## config.mk

```make
export PLATFORM = sky130hd
export DESIGN_NAME = periph_subsystem
export DESIGN_NICKNAME = d
export VERILOG_FILES = /design/src/rtl/soc_map_pkg.sv /design/src/rtl/soc_bus_pkg.sv /design/src/rtl/boot_rom.sv /design/src/rtl/clint_timer.sv /design/src/rtl/periph_router.sv /design/src/rtl/periph_subsystem.sv
export SDC_FILE = /design/constraint.sdc
export NUM_CORES = 1
export LEC_CHECK = 0
export ABC_AREA = 1
export BUFFER_PORTS_ARGS = -buffer_cell sky130_fd_sc_hd__buf_2
export CORE_ASPECT_RATIO = 0.6
export CORE_MARGIN = 2
export CORE_UTILIZATION = 60
export DETAILED_ROUTE_END_ITERATION = 6
export MAX_ROUTING_LAYER = met4
export PLACE_DENSITY = 0.9
export SYNTH_ARGS = -nofsm -noshare
export SYNTH_HDL_FRONTEND = slang
export SYNTH_HIERARCHICAL = 1
export SYNTH_SLANG_ARGS = --single-unit
```

## constraint.sdc

```tcl
create_clock -name clk_i -period 2.3 [get_ports clk_i]
set_clock_uncertainty 0.1 [all_clocks]
set_input_delay 0.115 -clock clk_i [delete_from_list [all_inputs] [get_ports clk_i]]
set_output_delay 0.115 -clock clk_i [all_outputs]
set_load 0.05 [all_outputs]
```

## src/boot_rom.hex

```
// one 64-bit boot ROM word per line, word index 0 first
00000297_02028593
0182b283_00028067
f1402573_00050463
10500073_ffdff06f
0000_0013_0000_0013
8badf00d_1234abcd
0123_4567_89ab_cdef
fedc_ba98_7654_3210
13579bdf_2468ace0
a5a5a5a5_5a5a5a5a
0f1e2d3c_4b5a6978
deadbeef_cafef00d
00000000_00000001
ffffffff_fffffffe
55aa55aa_aa55aa55
7e6d5c4b_3a291807

```

## src/rtl/soc_map_pkg.sv

```systemverilog
package soc_map_pkg;

  // ------------------------------------------------------------------
  // address map
  // ------------------------------------------------------------------
  localparam logic [31:0] RomBase     = 32'h0001_0000;
  localparam logic [31:0] RomLength   = 32'h0001_0000;
  localparam logic [31:0] ClintBase   = 32'h0200_0000;
  localparam logic [31:0] ClintLength = 32'h0000_C000;

  // CLINT register offsets, per-hart registers spaced by 8 bytes
  localparam logic [15:0] MsipOffset     = 16'h0000;
  localparam logic [15:0] MtimecmpOffset = 16'h4000;
  localparam logic [15:0] MtimeOffset    = 16'hBFF8;

  // target selected by the router
  typedef enum logic [1:0] {
    REGION_NONE  = 2'd0,
    REGION_ROM   = 2'd1,
    REGION_CLINT = 2'd2
  } region_e;

  // ------------------------------------------------------------------
  // address views
  // ------------------------------------------------------------------
  // boot ROM view, one 64-bit word per index
  typedef struct packed {
    logic [15:0] upper;
    logic [12:0] word_idx;
    logic [2:0]  byte_off;
  } rom_addr_t;

  // CLINT view
  // bank 0 msip, bank 1 mtimecmp, bank 2 holds mtime at its top word
  typedef struct packed {
    logic [15:0] upper;
    logic [1:0]  bank;
    logic [10:0] reg_idx;
    logic [2:0]  byte_off;
  } clint_addr_t;

  // one address word, read as raw bits by the router and
  // through its own view by each target
  typedef union packed {
    logic [31:0] raw;
    rom_addr_t   rom;
    clint_addr_t clint;
  } soc_addr_u;

endpackage

```

## src/rtl/soc_bus_pkg.sv

```systemverilog
package soc_bus_pkg;

  // ------------------------------------------------------------------
  // bus widths
  // ------------------------------------------------------------------
  localparam int unsigned DataWidth = 64;
  localparam int unsigned AddrWidth = 32;

  // ------------------------------------------------------------------
  // request channel
  // ------------------------------------------------------------------
  // req is a single-cycle strobe, no handshake
  // every access moves a full 64-bit word
  typedef struct packed {
    logic                   req;
    logic                   we;
    soc_map_pkg::soc_addr_u addr;
    logic [DataWidth-1:0]   wdata;
  } bus_req_t;

  // ------------------------------------------------------------------
  // response channel
  // ------------------------------------------------------------------
  // rvalid pulses one cycle after the matching req
  // rdata is zero for writes and for errors
  typedef struct packed {
    logic                 rvalid;
    logic                 err;
    logic [DataWidth-1:0] rdata;
  } bus_rsp_t;

endpackage

```

## src/rtl/boot_rom.sv

```systemverilog
`timescale 1ns/10ps

module boot_rom #(
  parameter int unsigned RomWords = 16
) (
  input  logic                  clk_i,
  input  logic                  ndmreset_n,
  input  soc_bus_pkg::bus_req_t req_i,
  output soc_bus_pkg::bus_rsp_t rsp_o
);

  localparam int unsigned IdxWidth = (RomWords > 1) ? $clog2(RomWords) : 1;

  logic [soc_bus_pkg::DataWidth-1:0] mem [RomWords];

  logic [31:0]                       word_idx;
  logic                              in_range;
  logic                              rvalid_q;
  logic                              err_q;
  logic [soc_bus_pkg::DataWidth-1:0] rdata_q;

  // contents come from the boot image
  initial begin
    $readmemh("/design/src/boot_rom.hex", mem);
  end

  assign word_idx = 32'(req_i.addr.rom.word_idx);
  // words past the image read back as zero
  assign in_range = (word_idx < RomWords);

  always_ff @(posedge clk_i or negedge ndmreset_n) begin
    if (!ndmreset_n) begin
      rvalid_q <= 1'b0;
      err_q    <= 1'b0;
    end else begin
      rvalid_q <= req_i.req;
      // read-only, any write is refused
      err_q    <= req_i.req & req_i.we;
    end
  end

  always_ff @(posedge clk_i) begin
    if (req_i.req) begin
      rdata_q <= (!req_i.we && in_range) ? mem[word_idx[IdxWidth-1:0]] : '0;
    end
  end

  assign rsp_o.rvalid = rvalid_q;
  assign rsp_o.err    = err_q;
  assign rsp_o.rdata  = rdata_q;

endmodule

```

## src/rtl/clint_timer.sv

```systemverilog
`timescale 1ns/10ps

module clint_timer #(
  parameter int unsigned NrHarts = 2
) (
  input  logic                  clk_i,
  input  logic                  ndmreset_n,
  input  logic                  rtc_i,
  input  soc_bus_pkg::bus_req_t req_i,
  output soc_bus_pkg::bus_rsp_t rsp_o,
  output logic [NrHarts-1:0]    timer_irq_o,
  output logic [NrHarts-1:0]    ipi_o
);

  localparam int unsigned HartW   = (NrHarts > 1) ? $clog2(NrHarts) : 1;
  localparam logic [12:0] HartCnt = 13'(NrHarts);

  // rtc tick path
  logic [1:0]                   rtc_sync_q;
  logic                         rtc_prev_q;
  logic                         rtc_rise;
  logic                         div_q;
  logic                         tick;

  // registers
  logic [63:0]                  mtime_q;
  logic [NrHarts-1:0][63:0]     mtimecmp_q;
  logic [NrHarts-1:0]           msip_q;
  logic [NrHarts-1:0]           timer_irq_q;

  // decode
  logic [15:0]                  word_off;
  logic [15:0]                  msip_rel;
  logic [15:0]                  cmp_rel;
  logic                         msip_hit;
  logic                         cmp_hit;
  logic                         mtime_hit;
  logic                         reg_hit;
  logic [HartW-1:0]             msip_hart;
  logic [HartW-1:0]             cmp_hart;
  logic                         wr_en;
  logic [63:0]                  rdata_d;

  // response
  logic                         rvalid_q;
  logic                         err_q;
  logic [63:0]                  rdata_q;

  // ------------------------------------------------------------------
  // real-time tick
  // ------------------------------------------------------------------
  // two flops into clk_i, then a rising edge detector
  always_ff @(posedge clk_i or negedge ndmreset_n) begin
    if (!ndmreset_n) begin
      rtc_sync_q <= '0;
      rtc_prev_q <= 1'b0;
      div_q      <= 1'b0;
    end else begin
      rtc_sync_q <= {rtc_sync_q[0], rtc_i};
      rtc_prev_q <= rtc_sync_q[1];
      if (rtc_rise) begin
        div_q <= ~div_q;
      end
    end
  end

  assign rtc_rise = rtc_sync_q[1] & ~rtc_prev_q;
  // every second rtc edge advances mtime
  assign tick     = rtc_rise & div_q;

  // ------------------------------------------------------------------
  // register decode
  // ------------------------------------------------------------------
  assign word_off  = {req_i.addr.clint.bank, req_i.addr.clint.reg_idx, 3'b000};
  // offsets below a block base wrap and miss
  assign msip_rel  = word_off - soc_map_pkg::MsipOffset;
  assign cmp_rel   = word_off - soc_map_pkg::MtimecmpOffset;
  assign msip_hit  = (msip_rel[15:3] < HartCnt);
  assign cmp_hit   = (cmp_rel[15:3] < HartCnt);
  assign mtime_hit = (word_off == soc_map_pkg::MtimeOffset);
  assign reg_hit   = msip_hit | cmp_hit | mtime_hit;
  assign msip_hart = msip_rel[3 +: HartW];
  assign cmp_hart  = cmp_rel[3 +: HartW];
  assign wr_en     = req_i.req & req_i.we & reg_hit;

  always_comb begin
    rdata_d = '0;
    if (mtime_hit) begin
      rdata_d = mtime_q;
    end else if (cmp_hit) begin
      rdata_d = mtimecmp_q[cmp_hart];
    end else if (msip_hit) begin
      rdata_d = {63'd0, msip_q[msip_hart]};
    end
  end

  // ------------------------------------------------------------------
  // timer and software interrupt registers
  // ------------------------------------------------------------------
  always_ff @(posedge clk_i or negedge ndmreset_n) begin
    if (!ndmreset_n) begin
      mtime_q    <= '0;
      mtimecmp_q <= '1;
      msip_q     <= '0;
    end else begin
      // a bus write wins over the tick
      if (wr_en && mtime_hit) begin
        mtime_q <= req_i.wdata;
      end else if (tick) begin
        mtime_q <= mtime_q + 64'd1;
      end
      for (int h = 0; h < NrHarts; h++) begin
        if (wr_en && cmp_hit && cmp_hart == HartW'(h)) begin
          mtimecmp_q[h] <= req_i.wdata;
        end
        if (wr_en && msip_hit && msip_hart == HartW'(h)) begin
          msip_q[h] <= req_i.wdata[0];
        end
      end
    end
  end

  // registered compare per hart
  always_ff @(posedge clk_i or negedge ndmreset_n) begin
    if (!ndmreset_n) begin
      timer_irq_q <= '0;
    end else begin
      for (int h = 0; h < NrHarts; h++) begin
        timer_irq_q[h] <= (mtime_q >= mtimecmp_q[h]);
      end
    end
  end

  assign timer_irq_o = timer_irq_q;
  assign ipi_o       = msip_q;

  // ------------------------------------------------------------------
  // bus response
  // ------------------------------------------------------------------
  always_ff @(posedge clk_i or negedge ndmreset_n) begin
    if (!ndmreset_n) begin
      rvalid_q <= 1'b0;
      err_q    <= 1'b0;
    end else begin
      rvalid_q <= req_i.req;
      err_q    <= req_i.req & ~reg_hit;
    end
  end

  always_ff @(posedge clk_i) begin
    if (req_i.req) begin
      rdata_q <= (!req_i.we && reg_hit) ? rdata_d : '0;
    end
  end

  assign rsp_o.rvalid = rvalid_q;
  assign rsp_o.err    = err_q;
  assign rsp_o.rdata  = rdata_q;

endmodule

```

## src/rtl/periph_router.sv

```systemverilog
`timescale 1ns/10ps

module periph_router (
  input  logic                  clk_i,
  input  logic                  ndmreset_n,
  input  soc_bus_pkg::bus_req_t bus_req_i,
  output soc_bus_pkg::bus_rsp_t bus_rsp_o,
  output soc_bus_pkg::bus_req_t rom_req_o,
  input  soc_bus_pkg::bus_rsp_t rom_rsp_i,
  output soc_bus_pkg::bus_req_t clint_req_o,
  input  soc_bus_pkg::bus_rsp_t clint_rsp_i
);

  logic [soc_bus_pkg::AddrWidth-1:0] addr;
  logic                              rom_match;
  logic                              clint_match;
  soc_map_pkg::region_e              region_d;
  soc_map_pkg::region_e              region_q;
  logic                              dec_err_d;
  logic                              dec_err_q;

  // ------------------------------------------------------------------
  // address decode
  // ------------------------------------------------------------------
  assign addr = bus_req_i.addr.raw;

  // offset from base, so an address below base wraps and misses
  assign rom_match   = ((addr - soc_map_pkg::RomBase) < soc_map_pkg::RomLength);
  assign clint_match = ((addr - soc_map_pkg::ClintBase) < soc_map_pkg::ClintLength);

  always_comb begin
    region_d = soc_map_pkg::REGION_NONE;
    if (rom_match) begin
      region_d = soc_map_pkg::REGION_ROM;
    end else if (clint_match) begin
      region_d = soc_map_pkg::REGION_CLINT;
    end
  end

  assign dec_err_d = bus_req_i.req & (region_d == soc_map_pkg::REGION_NONE);

  // ------------------------------------------------------------------
  // request steering
  // ------------------------------------------------------------------
  // both targets see the payload, only one sees the strobe
  always_comb begin
    rom_req_o       = bus_req_i;
    rom_req_o.req   = bus_req_i.req & (region_d == soc_map_pkg::REGION_ROM);
    clint_req_o     = bus_req_i;
    clint_req_o.req = bus_req_i.req & (region_d == soc_map_pkg::REGION_CLINT);
  end

  // ------------------------------------------------------------------
  // response selection
  // ------------------------------------------------------------------
  // targets answer in one cycle, so one stage tracks the request in flight
  always_ff @(posedge clk_i or negedge ndmreset_n) begin
    if (!ndmreset_n) begin
      region_q  <= soc_map_pkg::REGION_NONE;
      dec_err_q <= 1'b0;
    end else begin
      region_q  <= bus_req_i.req ? region_d : soc_map_pkg::REGION_NONE;
      dec_err_q <= dec_err_d;
    end
  end

  always_comb begin
    case (region_q)
      soc_map_pkg::REGION_ROM: begin
        bus_rsp_o = rom_rsp_i;
      end
      soc_map_pkg::REGION_CLINT: begin
        bus_rsp_o = clint_rsp_i;
      end
      default: begin
        // unmapped access, or idle when no error is pending
        bus_rsp_o.rvalid = dec_err_q;
        bus_rsp_o.err    = dec_err_q;
        bus_rsp_o.rdata  = '0;
      end
    endcase
  end

endmodule

```

## src/rtl/periph_subsystem.sv

```systemverilog
`timescale 1ns/10ps

module periph_subsystem #(
  parameter int unsigned NrHarts  = 2,
  parameter int unsigned RomWords = 16
) (
  input  logic                  clk_i,
  input  logic                  ndmreset_n,
  input  logic                  rtc_i,
  input  soc_bus_pkg::bus_req_t bus_req_i,
  output soc_bus_pkg::bus_rsp_t bus_rsp_o,
  output logic [NrHarts-1:0]    timer_irq_o,
  output logic [NrHarts-1:0]    ipi_o
);

  soc_bus_pkg::bus_req_t rom_req;
  soc_bus_pkg::bus_rsp_t rom_rsp;
  soc_bus_pkg::bus_req_t clint_req;
  soc_bus_pkg::bus_rsp_t clint_rsp;

  // ------------------------------------------------------------------
  // address map
  // ------------------------------------------------------------------
  periph_router i_periph_router (
    .clk_i       ( clk_i      ),
    .ndmreset_n  ( ndmreset_n ),
    .bus_req_i   ( bus_req_i  ),
    .bus_rsp_o   ( bus_rsp_o  ),
    .rom_req_o   ( rom_req    ),
    .rom_rsp_i   ( rom_rsp    ),
    .clint_req_o ( clint_req  ),
    .clint_rsp_i ( clint_rsp  )
  );

  // ------------------------------------------------------------------
  // boot ROM
  // ------------------------------------------------------------------
  boot_rom #(
    .RomWords ( RomWords )
  ) i_boot_rom (
    .clk_i      ( clk_i      ),
    .ndmreset_n ( ndmreset_n ),
    .req_i      ( rom_req    ),
    .rsp_o      ( rom_rsp    )
  );

  // ------------------------------------------------------------------
  // CLINT
  // ------------------------------------------------------------------
  clint_timer #(
    .NrHarts ( NrHarts )
  ) i_clint_timer (
    .clk_i       ( clk_i       ),
    .ndmreset_n  ( ndmreset_n  ),
    .rtc_i       ( rtc_i       ),
    .req_i       ( clint_req   ),
    .rsp_o       ( clint_rsp   ),
    .timer_irq_o ( timer_irq_o ),
    .ipi_o       ( ipi_o       )
  );

endmodule

```

==> results.sh, run 1 <==
export IMPL_grt_max_degree=69
export IMPL_grt_pass1_wl_um=103900
export IMPL_worstSetupPathType="reg2reg"
export IMPL_drt_pass1_iter_count=6
export IMPL_io_pin_count=171
export IMPL_postRouteAntennaNets=0
export IMPL_cts_inserted_buffers=29
export IMPL_cts_path_max_buffers=3
export IMPL_final_hold_violation_count=0
export IMPL_status="finished, violations left"
export IMPL_worstPathMaxFanout=3
export IMPL_slew_limit_headroom_pct=58.38
export IMPL_grt_busiest_layer="met1"
export IMPL_holdWs_ns=0.002857
export IMPL_timing_critical_path_to_type="register"
export IMPL_drc=0
export IMPL_clk_pin_slew_ns=0.08
export IMPL_die_h_um=146.4
export IMPL_layout_nets=3378
export IMPL_layout_worst_path_cycle_share_pct=102.1
export IMPL_cp_required_ns=2.65
export IMPL_rows=52
export IMPL_place_gp_congestion=1.069
export IMPL_regToRegStartpoint="i_clint_timer/mtimecmp_q[121]"
export IMPL_drt_total_wl_um=67740
export IMPL_netlist_instances=2907
export IMPL_clock_tree_root_cell="clkbuf_16"
export IMPL_timing_max_transition_violations_final=0
export IMPL_power_ir_vdd_worst_mv=0.5209
export IMPL_cellInternalPower_w=0.008362
export IMPL_first_global_vias=18310
export IMPL_power_clock_fraction_pct=42.8
export IMPL_tritoncts_clock_tree="yes"
export IMPL_post_synth_cell_area_avg_um2=6.970
export IMPL_setup_repair_after_global_routing_missed_its_margin="true"
export IMPL_finalSetupViolCount=1
export IMPL_cts_htree_levels=1
export IMPL_layout_cells_most_common_list="nand2_1 (958), inv_1 (410), nor2_1 (212), buf_2 (151), buf_4 (139)"
export IMPL_switchingPower_w=0.003165
export IMPL_fmaxAchievable_ghz=0.4258
export IMPL_netSwitchingFraction_pct=27.46
export IMPL_post_route_util_pct=70.60
export IMPL_place_worst_setup_slack_ns=-0.2381
export IMPL_share_comb_of_total_power_pct=13.2
export IMPL_grt_overflow_total=0
export IMPL_placeableCoreArea_um2=33510
export IMPL_antenna_violations_before_repair=4
export IMPL_vias_per_cell=5.458
export IMPL_stdcell_count=3628
export IMPL_power_density_cell_area_nw_per_um2=487.3
export IMPL_groute_layer_met1_usage_pct=57.03
export IMPL_worst_pin_slew_ns=0.6243
export IMPL_cts_sinks=271
export IMPL_max_cap_viol_count=0
export IMPL_die_width_um=241.3
export IMPL_synthesis_yosys_warnings=6
export IMPL_synth_area_um2=20260
export IMPL_r2r_cell_count=10
export IMPL_via_count=19800
export IMPL_critical_path_start_type="register"
export IMPL_place_detailed_hpwl_um=52020
export IMPL_timing_final_ws_setup_ns=-0.04871
export IMPL_global_route_usage_met2_pct=53.95
export IMPL_gr_usage_all_layers_pct=39.59
export IMPL_floorplan_die_area_um2=35310
export IMPL_cellLeakagePower_nw=10.49
export IMPL_final_layout_size_suffix_gt1_share_pct=17.40
export IMPL_start_util_pct=60.47
export IMPL_part_of_the_total_power_dissipated_in_sequential_elements_pct=44.0
export IMPL_port_buffers=167
export IMPL_placed_cells_incl_taps=3488
export IMPL_r2r_slack_ns=-0.05
export IMPL_flow_area_growth_from_synthesis_pct=16.75
export IMPL_most_frequent_standard_cell_in_the_layout_excluding_fill_and_tap_cells="nand2_1"
export IMPL_critical_path_reg2reg_endpoint="i_clint_timer/timer_irq_o[1]"
export IMPL_first_iter_violations=2275
export IMPL_failed_checks="negative setup slack"
export IMPL_fin_tns_setup_ns=-0.04871
export IMPL_min_path_type="in2async"
export IMPL_arrival_ns=2.69
export IMPL_routedWlPerCell_um=18.67
export IMPL_worst_skew_pair_late_latency_ns=0.59
export IMPL_finalCriticalPeriod_ns=2.349
export IMPL_grtUsageMet3_pct=13.73
-- sequential cells by signal, indices dropped and copies added (netlist names), 2 cells and up --
| name | count |
|---|---|
| i_clint_timer/mtimecmp_q | 128 |
| i_clint_timer/mtime_q | 64 |
| i_clint_timer/rdata_q | 64 |
| i_clint_timer/ipi_o | 2 |
| i_clint_timer/rtc_sync_q | 2 |
| i_clint_timer/timer_irq_o | 2 |
| i_periph_router/region_q | 2 |
-- metrics by stage --
stage                     cell area, um2  total power (W)
after CTS                          23600          0.01149
after global routing               23660          0.01188
final                              23660          0.01153
after global placement             21680         0.006453
after floorplan                    20780         0.006002
after detailed placement           21680         0.006480
-- worst max path at each step --
stage                                        startpoint                           end  slack (ns)
final                     i_clint_timer/mtimecmp_q[121]  i_clint_timer/timer_irq_o[1]       -0.05
after floorplan                           bus_req_i[89]      i_clint_timer/mtime_q[1]       -0.89
after detailed placement                  bus_req_i[89]      i_clint_timer/mtime_q[4]       -0.24
after CTS                 i_clint_timer/mtimecmp_q[119]  i_clint_timer/timer_irq_o[1]        0.02
after global routing      i_clint_timer/mtimecmp_q[119]  i_clint_timer/timer_irq_o[1]       -0.08
after global placement                    bus_req_i[89]     i_clint_timer/mtime_q[39]       -0.24
-- timing repair --
action,CTS,global route
endpoints found under the setup margin,59,73
cloned,1,0
pin swaps,1,1
resized for setup,15,23
endpoints found under the hold margin,296,0
hold buffers,82,0
setup buffers,1,0
-- power by group through the flow --
stage          clock [W]  sequential [W]  combinational [W]
3_3_place_gp           0         0.00514            0.00131
4_1_cts          0.00498         0.00506            0.00145
5_1_grt          0.00517         0.00507            0.00164
3_5_place_dp           0         0.00514            0.00134
6_report         0.00494         0.00507            0.00152
2_1_floorplan          0         0.00518           0.000822
-- worst max-delay path: stages (launching register included) --
cell and delay [ns]:
dfstp_2 0.55, inv_1 0.05, ha_1 0.29, nand2_1 0.07, inv_1 0.03, o21ai_0 0.13
nand2_1 0.07, a31oi_1 0.43, nand2_1 0.10, nor2_1 0.28, nand2_1 0.11
-- cell type report --
cell class / count / area (um2)
inverter: 422 / 1592
clock buffer: 38 / 852.1
multi-input combinational: 2023 / 10130
tap: 459 / 574.3
timing repair buffer: 397 / 3087
sequential: 271 / 7263
fill: 2735 / 9851
antenna: 2 / 5.005
clock inverter: 16 / 153.9
-- per-layer routing --
layer	wire [um]	up-vias	share of wire, %
li1	-	9470	-
met1	29830	9180	44
met2	27050	1059	40
met3	9545	94	14
met4	1313	0	1.9
met5	0	-	0
No activity file was read; power rests on OpenSTA's default activity.
==> inputs of run 2 (changes only) <==
--- a/config.mk
+++ b/config.mk
@@ -9,10 +9,9 @@
 export BUFFER_PORTS_ARGS = -buffer_cell sky130_fd_sc_hd__buf_2
 export CORE_ASPECT_RATIO = 0.6
 export CORE_MARGIN = 2
-export CORE_UTILIZATION = 60
+export CORE_UTILIZATION = 51
 export DETAILED_ROUTE_END_ITERATION = 6
-export MAX_ROUTING_LAYER = met4
-export PLACE_DENSITY = 0.9
+export PLACE_DENSITY = 0.8
 export SYNTH_ARGS = -nofsm -noshare
 export SYNTH_HDL_FRONTEND = slang
 export SYNTH_HIERARCHICAL = 1
==> run 2 against run 1 <==
The flow now finishes without violations. Sequential cell count is the same. Die area grew 17%. Register-to-register slack gained 0.17 ns. Final cell count grew 2.1%. Total power shrank 0.88%. Highest routed layer is now met5. Critical endpoint is now bus_rsp_o[55].
==> results.sh, run 2 (same netlist as run 1, synthesis figures left out) <==
export IMPL_area_sequential_um2=7264
export IMPL_global_route_usage_met2_pct=45.68
export IMPL_power_ir_vdd_worst_mv=0.6349
export IMPL_arrival_ns=2.03
export IMPL_design_power_total_w=0.01143
export IMPL_fin_tns_setup_ns=0
export IMPL_final_hold_violation_count=0
export IMPL_netSwitchingFraction_pct=27.28
export IMPL_finalSetupViolCount=0
export IMPL_cellLeakagePower_nw=10.59
export IMPL_most_frequent_standard_cell_in_the_layout_excluding_fill_and_tap_cells="nand2_1"
export IMPL_worst_pin_slew_ns=0.9580
export IMPL_switchingPower_w=0.003117
export IMPL_largest_register_ff_count=128
export IMPL_worstPathMaxFanout=28
export IMPL_io_pin_count=171
export IMPL_holdWs_ns=0.08569
export IMPL_worstSetupPathType="reg2out"
export IMPL_part_of_the_total_power_dissipated_in_sequential_elements_pct=44.3
export IMPL_fmaxAchievable_ghz=0.4458
export IMPL_groute_layer_met1_usage_pct=50.03
export IMPL_share_comb_of_total_power_pct=13.6
export IMPL_timing_critical_path_to_type="output pin"
export IMPL_cts_sinks=271
export IMPL_status="completed"
export IMPL_via_count=19810
export IMPL_cellInternalPower_w=0.008309
export IMPL_timing_max_transition_violations_final=0
export IMPL_finalCriticalPeriod_ns=2.243
export IMPL_tritoncts_clock_tree="yes"
export IMPL_final_area_um2=24050
export IMPL_die_h_um=158.4
export IMPL_final_layout_size_suffix_gt1_share_pct=17.91
export IMPL_drt_pass1_iter_count=6
export IMPL_place_detailed_hpwl_um=52690
export IMPL_min_path_type="in2reg"
export IMPL_clock_tree_root_cell="clkbuf_16"
export IMPL_layout_cells_most_common_list="nand2_1 (957), inv_1 (409), nor2_1 (212), buf_4 (156), o21ai_1 (131)"
export IMPL_grtUsageMet3_pct=9.663
export IMPL_rows=56
export IMPL_power_clock_fraction_pct=42.1
export IMPL_max_cap_viol_count=0
export IMPL_power_density_cell_area_nw_per_um2=475.1
export IMPL_reg_largest_list="i_clint_timer/mtimecmp_q: 128 flops, i_clint_timer/mtime_q: 64 flops, i_clint_timer/rdata_q: 64 flops"
export IMPL_grt_overflow_total=0
export IMPL_start_util_pct=51.83
export IMPL_antenna_violations_before_repair=7
export IMPL_port_buffers=167
export IMPL_layout_nets=3395
export IMPL_drc=0
export IMPL_first_global_vias=18000
export IMPL_routedWlPerCell_um=18.53
export IMPL_flow_area_growth_from_synthesis_pct=18.68
export IMPL_placeableCoreArea_um2=39100
export IMPL_fillCellCount=3556
export IMPL_critical_path_start_type="register"
export IMPL_grt_max_degree=74
export IMPL_most_flop_heavy_register="i_clint_timer/mtimecmp_q"
export IMPL_layout_worst_path_cycle_share_pct=97.53
export IMPL_cts_path_max_buffers=3
export IMPL_clk_pin_slew_ns=0.07
export IMPL_postRouteAntennaNets=0
export IMPL_cp_required_ns=2.09
export IMPL_grt_pass1_wl_um=103500
export IMPL_multiInputGateArea_um2=10160
export IMPL_die_width_um=261.3
export IMPL_worst_skew_pair_late_latency_ns=0.58
export IMPL_grt_busiest_layer="met1"
export IMPL_vias_per_cell=5.345
export IMPL_floorplan_die_area_um2=41390
export IMPL_place_gp_congestion=1.028
export IMPL_drt_total_wl_um=68690
export IMPL_cts_htree_levels=1
export IMPL_first_iter_violations=2162
export IMPL_place_area_um2=21790
export IMPL_gr_usage_all_layers_pct=32.80
export IMPL_cts_inserted_buffers=28
export IMPL_slew_limit_headroom_pct=35.92
[run 2: metrics by stage]
step                      cells  utilization (%)  worst slack [ns]
after floorplan            2970                -           -0.8928
after global placement     3556            55.74           -0.2478
after detailed placement   3556            55.74           -0.2681
after CTS                  3692            60.54         0.0002585
after global routing       3705            61.50          -0.04762
final                      3706            61.51           0.05686
[run 2: path summary, 6_finish.rpt]
kind / to / startpoint / cells past startpoint / slack (ns)
max in group asynchronous: i_clint_timer/mtime_q[39] / ndmreset_n / 3 / 0.57
min reg2reg: i_clint_timer/rtc_sync_q[1] / i_clint_timer/rtc_sync_q[0] / 0 / 0.27
min in group asynchronous: i_clint_timer/mtimecmp_q[104] / ndmreset_n / 2 / 0.15
max reg2reg: i_clint_timer/timer_irq_o[1] / i_clint_timer/mtimecmp_q[127] / 11 / 0.12
max: bus_rsp_o[55] / i_periph_router/region_q[0] / 6 / 0.06
min: i_periph_router/dec_err_q / bus_req_i[83] / 8 / 0.09
[run 2: routing by layer]
metal | wire length [um] | vias up
li1 | - | 9490
met1 | 31970 | 9294
met2 | 26850 | 938
met3 | 8628 | 83
met4 | 1217 | 2
met5 | 17 | -
[run 2: area by class of cell]
cell class,count,share of cell area [%]
Antenna cell,1,0.01041
Clock buffer,40,3.450
Clock inverter,12,0.5203
Inverter,422,6.639
Multi-Input combinational cell,2023,42.26
Sequential cell,271,30.21
Tap cell,522,2.716
Timing Repair Buffer,415,14.20
[run 2: power groups by stage]
stage	registers (W)	clock network (W)	logic, W
4_1_cts	0.00506	0.00487	0.00146
3_3_place_gp	0.00514	0	0.00131
6_report	0.00507	0.00481	0.00155
2_1_floorplan	0.00518	0	0.000822
3_5_place_dp	0.00514	0	0.00134
5_1_grt	0.00507	0.00509	0.00169
[run 2: worst max-delay path: stages (launching register included)]
cell and delay, ns:
dfrtp_1 0.42, inv_2 0.09, ha_4 0.23, clkbuf_16 0.22, nand2_1 0.07, a21oi_1 0.18, buf_4 0.23
[run 2: timing repair]
item | 4_1_cts | 5_1_grt
pin swaps | 0 | 7
hold buffers | 84 | 0
cloned | 0 | 5
buffers inserted | 0 | 9
endpoints found under the setup margin | 56 | 144
resized for setup | 23 | 68
hold endpoints to repair | 300 | 0
